===== config.mk =====
export PLATFORM = sky130hd
export DESIGN_NAME = div_unit
export DESIGN_NICKNAME = d
export VERILOG_FILES = /design/src/hw/div_isa_pkg.sv /design/src/hw/div_pipe_pkg.sv /design/src/hw/div_lane_if.sv /design/src/hw/div_operand_prep.sv /design/src/hw/div_radix16_step.sv /design/src/hw/div_lane.sv /design/src/hw/div_unit.sv
export VERILOG_INCLUDE_DIRS = /design/src /design/src/hw
export SDC_FILE = /design/constraint.sdc
export NUM_CORES = 2
export LEC_CHECK = 0
export ABC_AREA = 1
export BUFFER_PORTS_ARGS = -buffer_cell sky130_fd_sc_hd__buf_2
export CAP_MARGIN = 30
export CORE_MARGIN = 4
export CORE_UTILIZATION = 40
export DETAILED_ROUTE_END_ITERATION = 6
export GPL_TIMING_DRIVEN = 0
export PLACE_DENSITY_LB_ADDON = 0.08
export SLEW_MARGIN = 40
export SYNTH_ARGS = -nofsm -noshare
export SYNTH_HDL_FRONTEND = slang
export SYNTH_HIERARCHICAL = 1
export SYNTH_SLANG_ARGS = --single-unit

===== constraint.sdc =====
create_clock -name clk_i -period 10.3 [get_ports clk_i]
set_clock_uncertainty 0.2 [all_clocks]
set_input_delay 1.545 -clock clk_i [delete_from_list [all_inputs] [get_ports clk_i]]
set_output_delay 1.545 -clock clk_i [all_outputs]
set_load 0.005 [all_outputs]

===== src/hw/div_consts.svh =====
`ifndef DIV_CONSTS_SVH
`define DIV_CONSTS_SVH

// ----------------------------------------
// Datapath sizing
// ----------------------------------------
`define DIV_XLEN        64   // Register width
`define DIV_STEP_BITS   4    // Quotient bits retired per clock

// ----------------------------------------
// Iteration counts
// ----------------------------------------
`define DIV_STEPS_64    16   // 64 / 4
`define DIV_STEPS_32    8    // 32 / 4

// ----------------------------------------
// Bookkeeping widths
// ----------------------------------------
`define DIV_TAG_W       6
`define DIV_CNT_W       5    // Must hold DIV_STEPS_64

`endif


===== src/hw/div_isa_pkg.sv =====
`include "div_consts.svh"

package div_isa_pkg;

    // One data word
    typedef logic [`DIV_XLEN-1:0] xlen_t;

    // Bit positions inside the operation code
    localparam int DIV_OP_UNS_BIT  = 0;   // Unsigned operands
    localparam int DIV_OP_REM_BIT  = 1;   // Remainder instead of quotient
    localparam int DIV_OP_WORD_BIT = 2;   // 32-bit W form

    // Encoding follows the three flag bits above
    typedef enum logic [2:0] {
        OP_DIV   = 3'b000,
        OP_DIVU  = 3'b001,
        OP_REM   = 3'b010,
        OP_REMU  = 3'b011,
        OP_DIVW  = 3'b100,
        OP_DIVUW = 3'b101,
        OP_REMW  = 3'b110,
        OP_REMUW = 3'b111
    } div_op_e;

endpackage


===== src/hw/div_pipe_pkg.sv =====
`include "div_consts.svh"

package div_pipe_pkg;

    // Opaque pipeline tag, returned with the result
    typedef logic [`DIV_TAG_W-1:0] div_tag_t;

    // Remaining radix-16 steps in a lane
    typedef logic [`DIV_CNT_W-1:0] div_cnt_t;

endpackage


===== src/hw/div_lane_if.sv =====
`timescale 1ns/1ps

interface div_lane_if
    import div_isa_pkg::*;
    import div_pipe_pkg::*;
();

    // ----------------------------------------
    // Issue side
    // ----------------------------------------
    logic     start;          // Single-cycle load pulse
    logic     is_rem;
    logic     is_word;
    logic     div_zero;
    logic     neg_quot;
    logic     neg_rem;
    xlen_t    dividend_mag;
    xlen_t    divisor_mag;
    div_tag_t tag;
    logic     grant;          // Result taken this cycle

    // ----------------------------------------
    // Lane side
    // ----------------------------------------
    logic     busy;
    logic     done;
    xlen_t    result;
    div_tag_t result_tag;

    modport issue (
        output start, is_rem, is_word, div_zero, neg_quot, neg_rem,
        output dividend_mag, divisor_mag, tag, grant,
        input  busy, done, result, result_tag
    );

    modport lane (
        input  start, is_rem, is_word, div_zero, neg_quot, neg_rem,
        input  dividend_mag, divisor_mag, tag, grant,
        output busy, done, result, result_tag
    );

endinterface


===== src/hw/div_operand_prep.sv =====
`timescale 1ns/1ps
`include "div_consts.svh"

module div_operand_prep
    import div_isa_pkg::*;
(
    input  div_op_e op_i,
    input  xlen_t   rs1_i,
    input  xlen_t   rs2_i,
    output logic    is_rem_o,
    output logic    is_word_o,
    output logic    div_zero_o,
    output logic    neg_quot_o,
    output logic    neg_rem_o,
    output xlen_t   dividend_mag_o,
    output xlen_t   divisor_mag_o
);

    localparam int HALF = `DIV_XLEN / 2;

    logic            signed_op;
    logic            sign_a;
    logic            sign_b;
    xlen_t           abs_a;
    xlen_t           abs_b;
    logic [HALF-1:0] abs_a_w;
    logic [HALF-1:0] abs_b_w;

    // Opcode decode
    assign signed_op = ~op_i[DIV_OP_UNS_BIT];
    assign is_rem_o  = op_i[DIV_OP_REM_BIT];
    assign is_word_o = op_i[DIV_OP_WORD_BIT];

    // Sign bit depends on operand width
    assign sign_a = signed_op & (is_word_o ? rs1_i[HALF-1] : rs1_i[`DIV_XLEN-1]);
    assign sign_b = signed_op & (is_word_o ? rs2_i[HALF-1] : rs2_i[`DIV_XLEN-1]);

    assign abs_a   = sign_a ? -rs1_i : rs1_i;
    assign abs_b   = sign_b ? -rs2_i : rs2_i;
    assign abs_a_w = sign_a ? -rs1_i[HALF-1:0] : rs1_i[HALF-1:0];
    assign abs_b_w = sign_b ? -rs2_i[HALF-1:0] : rs2_i[HALF-1:0];

    // W dividend sits in the upper half so 8 steps shift it all through
    assign dividend_mag_o = is_word_o ? {abs_a_w, {HALF{1'b0}}} : abs_a;
    assign divisor_mag_o  = is_word_o ? {{HALF{1'b0}}, abs_b_w} : abs_b;

    assign div_zero_o = is_word_o ? (rs2_i[HALF-1:0] == '0) : (rs2_i == '0);
    assign neg_quot_o = sign_a ^ sign_b;
    assign neg_rem_o  = sign_a;         // Remainder follows the dividend

endmodule


===== src/hw/div_radix16_step.sv =====
`timescale 1ns/1ps
`include "div_consts.svh"

module div_radix16_step
    import div_isa_pkg::*;
(
    input  xlen_t rem_i,
    input  xlen_t quot_i,
    input  xlen_t divisor_i,
    output xlen_t rem_o,
    output xlen_t quot_o
);

    logic [`DIV_XLEN:0] rem_sh;     // One extra bit for the shifted-out carry
    logic [`DIV_XLEN:0] div_ext;
    xlen_t              rem_v;
    xlen_t              quot_v;

    assign div_ext = {1'b0, divisor_i};

    // Four restoring shift-subtract iterations
    always_comb begin
        rem_v  = rem_i;
        quot_v = quot_i;
        rem_sh = '0;
        for (int i = 0; i < `DIV_STEP_BITS; i++) begin
            rem_sh = {rem_v, quot_v[`DIV_XLEN-1]};
            quot_v = {quot_v[`DIV_XLEN-2:0], 1'b0};
            if (rem_sh >= div_ext) begin
                rem_sh    = rem_sh - div_ext;
                quot_v[0] = 1'b1;               // New quotient bit
            end
            rem_v = rem_sh[`DIV_XLEN-1:0];      // Always below divisor here
        end
    end

    assign rem_o  = rem_v;
    assign quot_o = quot_v;

endmodule


===== src/hw/div_lane.sv =====
`timescale 1ns/1ps
`include "div_consts.svh"

module div_lane
    import div_isa_pkg::*;
    import div_pipe_pkg::*;
(
    input  logic       clk_i,
    input  logic       rstn_i,
    input  logic       flush_i,
    div_lane_if.lane   lane
);

    localparam int HALF = `DIV_XLEN / 2;

    // Control state
    logic     busy_q;
    logic     done_q;
    div_cnt_t cnt_q;
    logic     running;
    logic     finish;

    // Operation payload
    xlen_t    rem_q;
    xlen_t    quot_q;
    xlen_t    divisor_q;
    logic     is_rem_q;
    logic     is_word_q;
    logic     div_zero_q;
    logic     neg_quot_q;
    logic     neg_rem_q;
    div_tag_t tag_q;
    xlen_t    result_q;

    xlen_t    step_rem;
    xlen_t    step_quot;
    xlen_t    quot_fix;
    xlen_t    rem_fix;
    xlen_t    res_raw;
    xlen_t    res_final;

    assign running = busy_q & ~done_q & (cnt_q != '0);
    assign finish  = busy_q & ~done_q & (cnt_q == '0);   // Last step already taken

    div_radix16_step u_step (
        .rem_i     (rem_q),
        .quot_i    (quot_q),
        .divisor_i (divisor_q),
        .rem_o     (step_rem),
        .quot_o    (step_quot)
    );

    // ----------------------------------------
    // Result fix-up
    // ----------------------------------------
    assign quot_fix = neg_quot_q ? -quot_q : quot_q;
    assign rem_fix  = neg_rem_q ? -rem_q : rem_q;   // Div by zero leaves the dividend here

    assign res_raw = is_rem_q   ? rem_fix :
                     div_zero_q ? '1 : quot_fix;

    assign res_final = is_word_q ? {{HALF{res_raw[HALF-1]}}, res_raw[HALF-1:0]} : res_raw;

    // ----------------------------------------
    // Control
    // ----------------------------------------
    always_ff @(posedge clk_i or negedge rstn_i) begin
        if (!rstn_i) begin
            busy_q <= 1'b0;
            done_q <= 1'b0;
            cnt_q  <= '0;
        end else if (flush_i) begin
            busy_q <= 1'b0;
            done_q <= 1'b0;
            cnt_q  <= '0;
        end else if (lane.start) begin
            busy_q <= 1'b1;
            cnt_q  <= lane.is_word ? div_cnt_t'(`DIV_STEPS_32) : div_cnt_t'(`DIV_STEPS_64);
        end else if (running) begin
            cnt_q <= cnt_q - div_cnt_t'(1);
        end else if (finish) begin
            done_q <= 1'b1;
        end else if (done_q && lane.grant) begin
            done_q <= 1'b0;             // Lane is free from the next cycle
            busy_q <= 1'b0;
        end
    end

    // Datapath
    always_ff @(posedge clk_i) begin
        if (lane.start) begin
            rem_q      <= '0;
            quot_q     <= lane.dividend_mag;
            divisor_q  <= lane.divisor_mag;
            is_rem_q   <= lane.is_rem;
            is_word_q  <= lane.is_word;
            div_zero_q <= lane.div_zero;
            neg_quot_q <= lane.neg_quot;
            neg_rem_q  <= lane.neg_rem;
            tag_q      <= lane.tag;
        end else if (running) begin
            rem_q  <= step_rem;
            quot_q <= step_quot;
        end else if (finish) begin
            result_q <= res_final;      // Held until granted
        end
    end

    assign lane.busy       = busy_q;
    assign lane.done       = done_q;
    assign lane.result     = result_q;
    assign lane.result_tag = tag_q;

endmodule


===== src/hw/div_unit.sv =====
`timescale 1ns/1ps

module div_unit
    import div_isa_pkg::*;
    import div_pipe_pkg::*;
(
    input  logic     clk_i,
    input  logic     rstn_i,
    input  logic     flush_i,
    input  logic     in_valid_i,
    input  div_op_e  in_op_i,
    input  xlen_t    in_rs1_i,
    input  xlen_t    in_rs2_i,
    input  div_tag_t in_tag_i,
    output logic     in_ready_o,
    output logic     out_valid_o,
    output xlen_t    out_result_o,
    output div_tag_t out_tag_o
);

    localparam int NUM_LANES = 2;

    logic                 is_rem;
    logic                 is_word;
    logic                 div_zero;
    logic                 neg_quot;
    logic                 neg_rem;
    xlen_t                dividend_mag;
    xlen_t                divisor_mag;
    logic                 take;
    logic [NUM_LANES-1:0] busy;
    logic [NUM_LANES-1:0] done;
    logic [NUM_LANES-1:0] sel;
    logic [NUM_LANES-1:0] grant;
    xlen_t                result [NUM_LANES];
    div_tag_t             result_tag [NUM_LANES];

    div_operand_prep u_prep (
        .op_i           (in_op_i),
        .rs1_i          (in_rs1_i),
        .rs2_i          (in_rs2_i),
        .is_rem_o       (is_rem),
        .is_word_o      (is_word),
        .div_zero_o     (div_zero),
        .neg_quot_o     (neg_quot),
        .neg_rem_o      (neg_rem),
        .dividend_mag_o (dividend_mag),
        .divisor_mag_o  (divisor_mag)
    );

    // ----------------------------------------
    // Lane allocation, lowest free lane first
    // ----------------------------------------
    assign in_ready_o = ~&busy;
    assign take       = in_valid_i & in_ready_o;
    assign sel[0]     = take & ~busy[0];
    assign sel[1]     = take & busy[0] & ~busy[1];

    // Lane 0 wins a same-cycle finish, lane 1 holds
    assign grant[0] = done[0];
    assign grant[1] = done[1] & ~done[0];

    for (genvar i = 0; i < NUM_LANES; i++) begin : g_lane
        div_lane_if lane_if ();

        assign lane_if.start        = sel[i];
        assign lane_if.is_rem       = is_rem;
        assign lane_if.is_word      = is_word;
        assign lane_if.div_zero     = div_zero;
        assign lane_if.neg_quot     = neg_quot;
        assign lane_if.neg_rem      = neg_rem;
        assign lane_if.dividend_mag = dividend_mag;
        assign lane_if.divisor_mag  = divisor_mag;
        assign lane_if.tag          = in_tag_i;
        assign lane_if.grant        = grant[i];

        assign busy[i]       = lane_if.busy;
        assign done[i]       = lane_if.done;
        assign result[i]     = lane_if.result;
        assign result_tag[i] = lane_if.result_tag;

        div_lane u_lane (
            .clk_i   (clk_i),
            .rstn_i  (rstn_i),
            .flush_i (flush_i),
            .lane    (lane_if.lane)
        );
    end

    // Output mux, nothing shown while a flush kills the lanes
    assign out_valid_o  = (|done) & ~flush_i;
    assign out_result_o = grant[0] ? result[0] : result[1];
    assign out_tag_o    = grant[0] ? result_tag[0] : result_tag[1];

endmodule


Yosys cells after proc, flatten, opt, wreduce, memory -nomap -nowiden:

Index checks and enable logic that the tools add are counted.

* word-level logic and storage cells: 174
* input bits: 141
* bits in registers: 548
* output and inout bits: 72

* magnitude comparators: 8
* eq/ne operators: 8
* muxes and demuxes: 66
* reduce and logical (&&, ||, !) cells: 23
* $add $sub $neg: 18
* bitwise gates (word level): 25

Operator list (count)
* two-way mux 64 bit: 27
* >= comparator 65 x 64 -> 1 bit: 8
* subtractor 64 bit: 8
* negation 64 bit: 6
* logical NOT 64 bit: 1
* two-way mux 32 bit: 2
* negation 32 bit: 2
* two-way mux 5 bit: 7
* logical NOT 32 bit: 1
* two-way mux 1 bit: 29
* AND reduction 3 bit: 5
* nonzero test 3 bit: 5
* bitwise AND 1 bit: 14
* inequality test 3 bit, second input constant: 4
* logical NOT 5 bit: 2
* NOT 1 bit: 10
* nonzero test 5 bit: 2
* subtractor 5 x 1 -> 5 bit, second input constant: 2
* inequality test 2 bit, second input constant: 4
* two-way mux 6 bit: 1
* AND reduction 2 bit: 2
* nonzero test 2 bit: 2
* OR reduction 2 bit: 1
* logical AND 1 bit: 1
* 2 further kinds: 2

Logic depth before layout (Yosys ltp):

* word-level depth: 10
* mapped depth: 76
* gate-level depth less buffers: 74

Modules after synthesis:

Netlist, hierarchy kept.

Modules (own cells, without submodules)
* div_lane: area each 14712.9 um2, instances 2, cells an instance 1896, sequential area each 7552.2 um2
* div_radix16_step at g_lane[0].u_lane.u_step: area each 22238.8 um2, instances 1, cells an instance 4348, sequential area each 0.0 um2
* div_radix16_step at g_lane[1].u_lane.u_step: area each 22079.9 um2, instances 1, cells an instance 4312, sequential area each 0.0 um2
* div_operand_prep: area each 4998.5 um2, instances 1, cells an instance 1118, sequential area each 0.0 um2
* div_unit: area each 977.2 um2, instances 1, cells an instance 236, sequential area each 0.0 um2

Worst setup path after synthesis:

No wires, ideal clock.

* path kind: flip-flop to flip-flop
* start point: reg g_lane[1].u_lane.quot_q[63]
* end point: reg g_lane[1].u_lane.rem_q[61]
* buffers on the path: 4
* stages on the path, launching flop included: 68
* arrival time: 8425 ps
* path slack: 1556 ps
* data required time: 9981 ps
* period minus slack after synthesis: 8744 ps
* setup time: 119 ps
* cell sequence: edfxtp_1 > inv_1 > ha_1 > inv_1 > fa_1 > inv_1 > nor2_1 > or2_2 > nand2_1 > nand2_1 > nand2_1 > nand2_1 > nand2_1 > nand2_1 > or2_2 > nand3_1 > o21a_1 > inv_1 > [... 32 more ...] > nand2_1 > nand2_1 > ha_1 > a21oi_1 > nand2_1 > a21oi_1 > o21ai_1 > a21boi_0 > o21bai_1 > a21boi_0 > o21ai_0 > nand2_1 > nand2_1 > xor2_1 > nand2_1 > o21ai_1 > o21ai_0 > a21oi_1

* cells in the longest elaborated chain, start to end: 8
* elaborated cells between the ends (all ways): 12
* those cells by class: 4 x add/sub; 4 x order compare; 4 x mux

RTL lines
* start, declared: line div_lane.sv:25 `xlen_t quot_q;`
* start signal, assigned: line div_lane.sv:93 `quot_q <= lane.dividend_mag;`
* start signal, assigned: line div_lane.sv:103 `quot_q <= step_quot;`
* subtractor 64 bit or >= comparator 65 x 64 -> 1 bit (tied branches): line div_radix16_step.sv:30, div_radix16_step.sv:29
* two-way mux 64 bit *: line div_radix16_step.sv:29 `if (rem_sh >= div_ext) begin`
* subtractor 64 bit or >= comparator 65 x 64 -> 1 bit (tied branches): line div_radix16_step.sv:30, div_radix16_step.sv:29
* two-way mux 64 bit *: line div_radix16_step.sv:29
* subtractor 64 bit or >= comparator 65 x 64 -> 1 bit (tied branches): line div_radix16_step.sv:30, div_radix16_step.sv:29
* two-way mux 64 bit *: line div_radix16_step.sv:29
* subtractor 64 bit or >= comparator 65 x 64 -> 1 bit (tied branches): line div_radix16_step.sv:30, div_radix16_step.sv:29
* two-way mux 64 bit *: line div_radix16_step.sv:29
* via g_lane[1].u_lane.step_rem[61]: line div_lane.sv:35 `xlen_t step_rem;`
* end signal, assigned: line div_lane.sv:102 `rem_q <= step_rem;`
* end, declared: line div_lane.sv:24 `xlen_t rem_q;`

The timed path passes the listed nets; every way through them passes the cells marked *.
A chain may end at the register's enable or synchronous reset.

Worst setup path in the final report:

* start point: reg g_lane[1].u_lane.divisor_q[1]
* end point: reg g_lane[1].u_lane.rem_q[36]

* cells in the longest elaborated chain, start to end: 8
* elaborated cells between the ends (all ways): 12
* those cells by class: 4 x add/sub; 4 x order compare; 4 x mux

RTL lines
* start, declared: line div_lane.sv:26 `xlen_t divisor_q;`
* start signal, assigned: line div_lane.sv:94 `divisor_q <= lane.divisor_mag;`
* subtractor 64 bit or >= comparator 65 x 64 -> 1 bit (tied branches): line div_radix16_step.sv:30, div_radix16_step.sv:29
* two-way mux 64 bit: line div_radix16_step.sv:29
* subtractor 64 bit or >= comparator 65 x 64 -> 1 bit (tied branches): line div_radix16_step.sv:30, div_radix16_step.sv:29
* two-way mux 64 bit: line div_radix16_step.sv:29
* subtractor 64 bit or >= comparator 65 x 64 -> 1 bit (tied branches): line div_radix16_step.sv:30, div_radix16_step.sv:29
* two-way mux 64 bit: line div_radix16_step.sv:29
* subtractor 64 bit or >= comparator 65 x 64 -> 1 bit (tied branches): line div_radix16_step.sv:30, div_radix16_step.sv:29
* two-way mux 64 bit *: line div_radix16_step.sv:29
* via g_lane[1].u_lane.step_rem[36]: line div_lane.sv:35

Marked as above.

==> impl_summary.md <==
Global routing
The initial antenna violation count is 28. Entering global routing, the biggest net connects 42 pins. The via count of the first global-routing pass is 95000. The first global-routing pass estimated 700000 µm of wire. The total track usage is 47.6%. Summed over all layers, the global routing overflow is 0.

Yosys
Sequential cells were found to cover 18.9% of the synthesized design area. Summed over all instances, the cell type with the most area after synthesis is sky130_fd_sc_hd__nand2_1. The cell area that synthesis handed to floorplanning was 79700 µm².

The area fraction of the dominant cell type after synthesis is 21.1%. After synthesis, the mean cell area works out to 5.77 µm². The number of distinct library cells after synthesis is 74. Counting flops with a built-in enable in the synthesized netlist gives 406. For this run, the number of Yosys warnings is 6. For this run, asynchronously set or reset flops after synthesis account for 2.55%. The top flip-flop cell by instance count after synthesis is sky130_fd_sc_hd__edfxtp_1. By area the synthesized netlist is led by sky130_fd_sc_hd__nand2_1, sky130_fd_sc_hd__edfxtp_1, sky130_fd_sc_hd__nor2_1, sky130_fd_sc_hd__ha_1, sky130_fd_sc_hd__inv_1.

The number of nets handed over by synthesis was 14500. In this run, synthesis produced a sequential element count of 548. The post-synthesis instance total is 13800.

Placement
The number of buffers inserted by port buffering is 209. After detailed placement, the design holds a cell count of 16700. At the end of routability-driven placement, the weighted congestion stood at 1.20. The half-perimeter wire length of the detailed placement result is 404000 µm.

STA
The actual slew at the worst max-slew pin is 928 ps. Setup repair after global routing could not meet its margin everywhere. The final period demand of the worst path is 10650 ps.

The number of max-slew violations in the final report is 0. The final worst-path cycle share is 103%. In this run the tightest slew margin relative to its limit is 37.5%. The count of final hold-check violations came to 0.

Static timing analysis puts the maximum clock frequency at 0.0939 GHz. The number of failing setup endpoints in the final timing report is 129. Setup slack on the critical path of the routed design comes to -346 ps.

Run
Across the run, the number of max-cap violations was 0.

Setup path
The slowest stage of the critical path is the sky130_fd_sc_hd__edfxtp_1 cell. The path depth of the worst reg2reg path is 64. For the worst setup path, the data arrival time is 10990 ps. The worst setup path is captured at a register. The largest single stage delay on the critical path is 550 ps. The kind of launch point of the worst setup path is a register. The dominant delay contributor by cell family on the critical path is simple AND/OR/NAND/NOR gates. The internal reg-to-reg setup slack is -350 ps.

Counting both buffers and inverters, the worst setup path holds a total of 17. The count of cell instances traversed by the critical path is 64. In this run the worst path has a maximum fanout of 10. The critical path in this run is classified as register to register. The data required time at the worst endpoint is 10640 ps.

Worst hold path
The tightest min-delay check is of the register to register type. The worst hold path passes through 2 cells.

Status
The run finished, with violations left. The final reports fail on design-rule violations, negative setup slack.

Finish
After filler insertion, the fill cell instance count of the layout stands at 20200. The final net count is 15400. The share of cells above drive strength 1 is 22.4%. The layout overhead on the synthesized area is 32.6%.

The final instance count without filler cells is 17400.

Clocking
TritonCTS built the clock tree. The clock passes through at most 3 buffers. The H-tree depth reported by CTS is 3.

The count of hold buffers inserted by post-cts repair is 0. Clock-pin slew was measured on the worst setup and hold paths at 60 ps. TritonCTS created 68 clock buffers.

The clock reaches the later pin of the worst-skew pair after 720 ps. Clock tree synthesis selected as its root buffer the cell sky130_fd_sc_hd__clkbuf_16. The clock net sink count is 548.

Floorplan
The core region is 198000 µm². The floorplan die area is 207000 µm². During I/O placement, the number of pins put on the boundary was 213. Once the floorplan was initialized, standard cells occupied 40.3% of the core. The height of the die is 454 µm. The floorplan step set the die width to 454 µm. The floorplan has 163 rows.

Routing
The overall via count from detail_route is 105000. The detailed router finished its first iteration with 13800 violations. The detail-routed via count per cell is 6.01. The number of detailed-routing iterations run before antenna repair is 7.

The remaining number of nets flagged by the antenna check after routing is 0. The routed design has 522000 µm of wire. The total DRC errors in the routed layout is 95.

The post-detailed-route wirelength per cell is 30.0 µm.
through the flow:
stage / utilization, % / instance area, µm² / setup TNS [ps] / worst slack [ps] / hold WS [ps]
2_1_floorplan: - / 79700 / 0 / 1560 / 271
3_3_place_gp: 42.5 / 84100 / -592780 / -4330 / 345
3_5_place_dp: 42.8 / 84600 / -420110 / -4050 / 354
4_1_cts: 49.3 / 97400 / -2480 / -132 / 364
5_1_grt: 53.4 / 106000 / -47270 / -477 / 398
6_report: 53.4 / 106000 / -25770 / -346 / 366
worst paths after layout:
| check | startpoint | end |
|---|---|---|
| max in group asynchronous | rstn_i | g_lane[1].u_lane/cnt_q[2] |
| worst min register to register | g_lane[1].u_lane/rem_q[63] | g_lane[1].u_lane/rem_q[63] |
| worst max-delay path | g_lane[1].u_lane/divisor_q[1] | g_lane[1].u_lane/rem_q[36] |
| min in group asynchronous | rstn_i | g_lane[1].u_lane/cnt_q[3] |
| worst max register to register | g_lane[1].u_lane/divisor_q[1] | g_lane[1].u_lane/rem_q[36] |
| worst min-delay path | g_lane[1].u_lane/rem_q[63] | g_lane[1].u_lane/rem_q[63] |
metal layers:
layer / wire (µm) / global-route usage, % / up-vias
met2: 211000 / 69.5 / 7065
li1: - / - / 46600
met1: 182000 / 54.2 / 48900
met3: 66500 / 16.5 / 2066
met4: 62400 / 44.3 / 26
met5: 420 / 0.490 / -
cell families after synthesis:
family                     after synthesis  share of synthesized area (%)
DFF                                    548                           18.9
AOI/OAI and AO/OA                     2251                           15.6
and+or+nand+nor                       7831                           40.3
buffers and inverters                 2158                           11.4
xor gates and xnor gates               488                           5.36
adders and majority gates              530                           8.39
worst min-delay path, stage by stage, from the launching register on:
cell and delay (ps):
sky130_fd_sc_hd__dfxtp_1 350, sky130_fd_sc_hd__inv_1 100, sky130_fd_sc_hd__a21oi_1 60
placed cells by master, fill, tap and decap left out, drive strengths merged, types with 28 or more instances in the layout:
cell	Yosys	layout
nor2	1919	1919
o21bai	78	78
dfxtp	128	128
clkinvlp	0	129
a31oi	116	116
edfxtp	406	406
nor3	98	98
xor2	254	254
nand3b	59	59
clkinv	8	28
nand2	4512	4512
nor4	42	42
a21oi	910	910
clkbuf	106	205
nand4	168	169
nand3	919	921
buf	312	1118
xnor2	234	234
ha	522	522
or2	85	85
o21a	66	66
inv	1732	1613
a21o	74	74
o21ai	891	891
Yosys cell counts, drive strengths merged, types with 2 or more instances:
cell and instances:
o221ai 7, xor2 254, a32o 8, a31o 4, dfrtp 14, ha 522
nand3 919, a22oi 9, fa 8, clkinv 8, a221oi 5, clkbuf 106
a21oi 910, dfxtp 128, o31a 2, o2111ai 7, xnor2 234, nor3b 2
or2 85, o21a 66, and3 8, nor4 42, a22o 2, buf 312
a211oi 2, o21ai 891, a21boi 25, a31oi 116, nor2 1919, inv 1732
a21o 74, o31ai 4, edfxtp 406, nand3b 59, and2 17, o211ai 17
o22ai 11, o311ai 2, nand4 168, nor3 98, nand2 4512, o21bai 78
a32oi 6
final cells by class:
class / count / area [µm²] / share of cell area (%)
Multi-Input combinational cell: 11100 / 67000 / 63.4
Sequential cell: 548 / 15200 / 14.4
Timing Repair Buffer: 817 / 7350 / 6.95
Inverter: 1740 / 7060 / 6.68
Buffer: 417 / 3470 / 3.29
Tap cell: 2640 / 3300 / 3.13
Clock buffer: 89 / 1870 / 1.77
Clock inverter: 33 / 407 / 0.385
Antenna cell: 22 / 55.1 / 0.0521
flip-flops by register name (all words and copies together) (netlist names):
register and cells:
g_lane.u_lane/lane.result_tag 12, g_lane.u_lane/is_word_q 2, g_lane.u_lane/lane.result 128, g_lane.u_lane/neg_rem_q 2, g_lane.u_lane/quot_q 128, g_lane.u_lane/lane.done 2, g_lane.u_lane/neg_quot_q 2, g_lane.u_lane/rem_q 128
g_lane.u_lane/lane.busy 2, g_lane.u_lane/cnt_q 10, g_lane.u_lane/divisor_q 128, g_lane.u_lane/is_rem_q 2, g_lane.u_lane/div_zero_q 2
what timing repair did:
action	CTS	global route
gates resized for setup	1683	1285
cloned	10	20
setup buffers	305	258
endpoints found under the hold margin	0	0
pin swaps	169	363
endpoints found under the setup margin	131	130
Power is left out: the tool's default activity adds up to more than one toggle a clock period on the data nets, which glitch-free logic cannot reach.
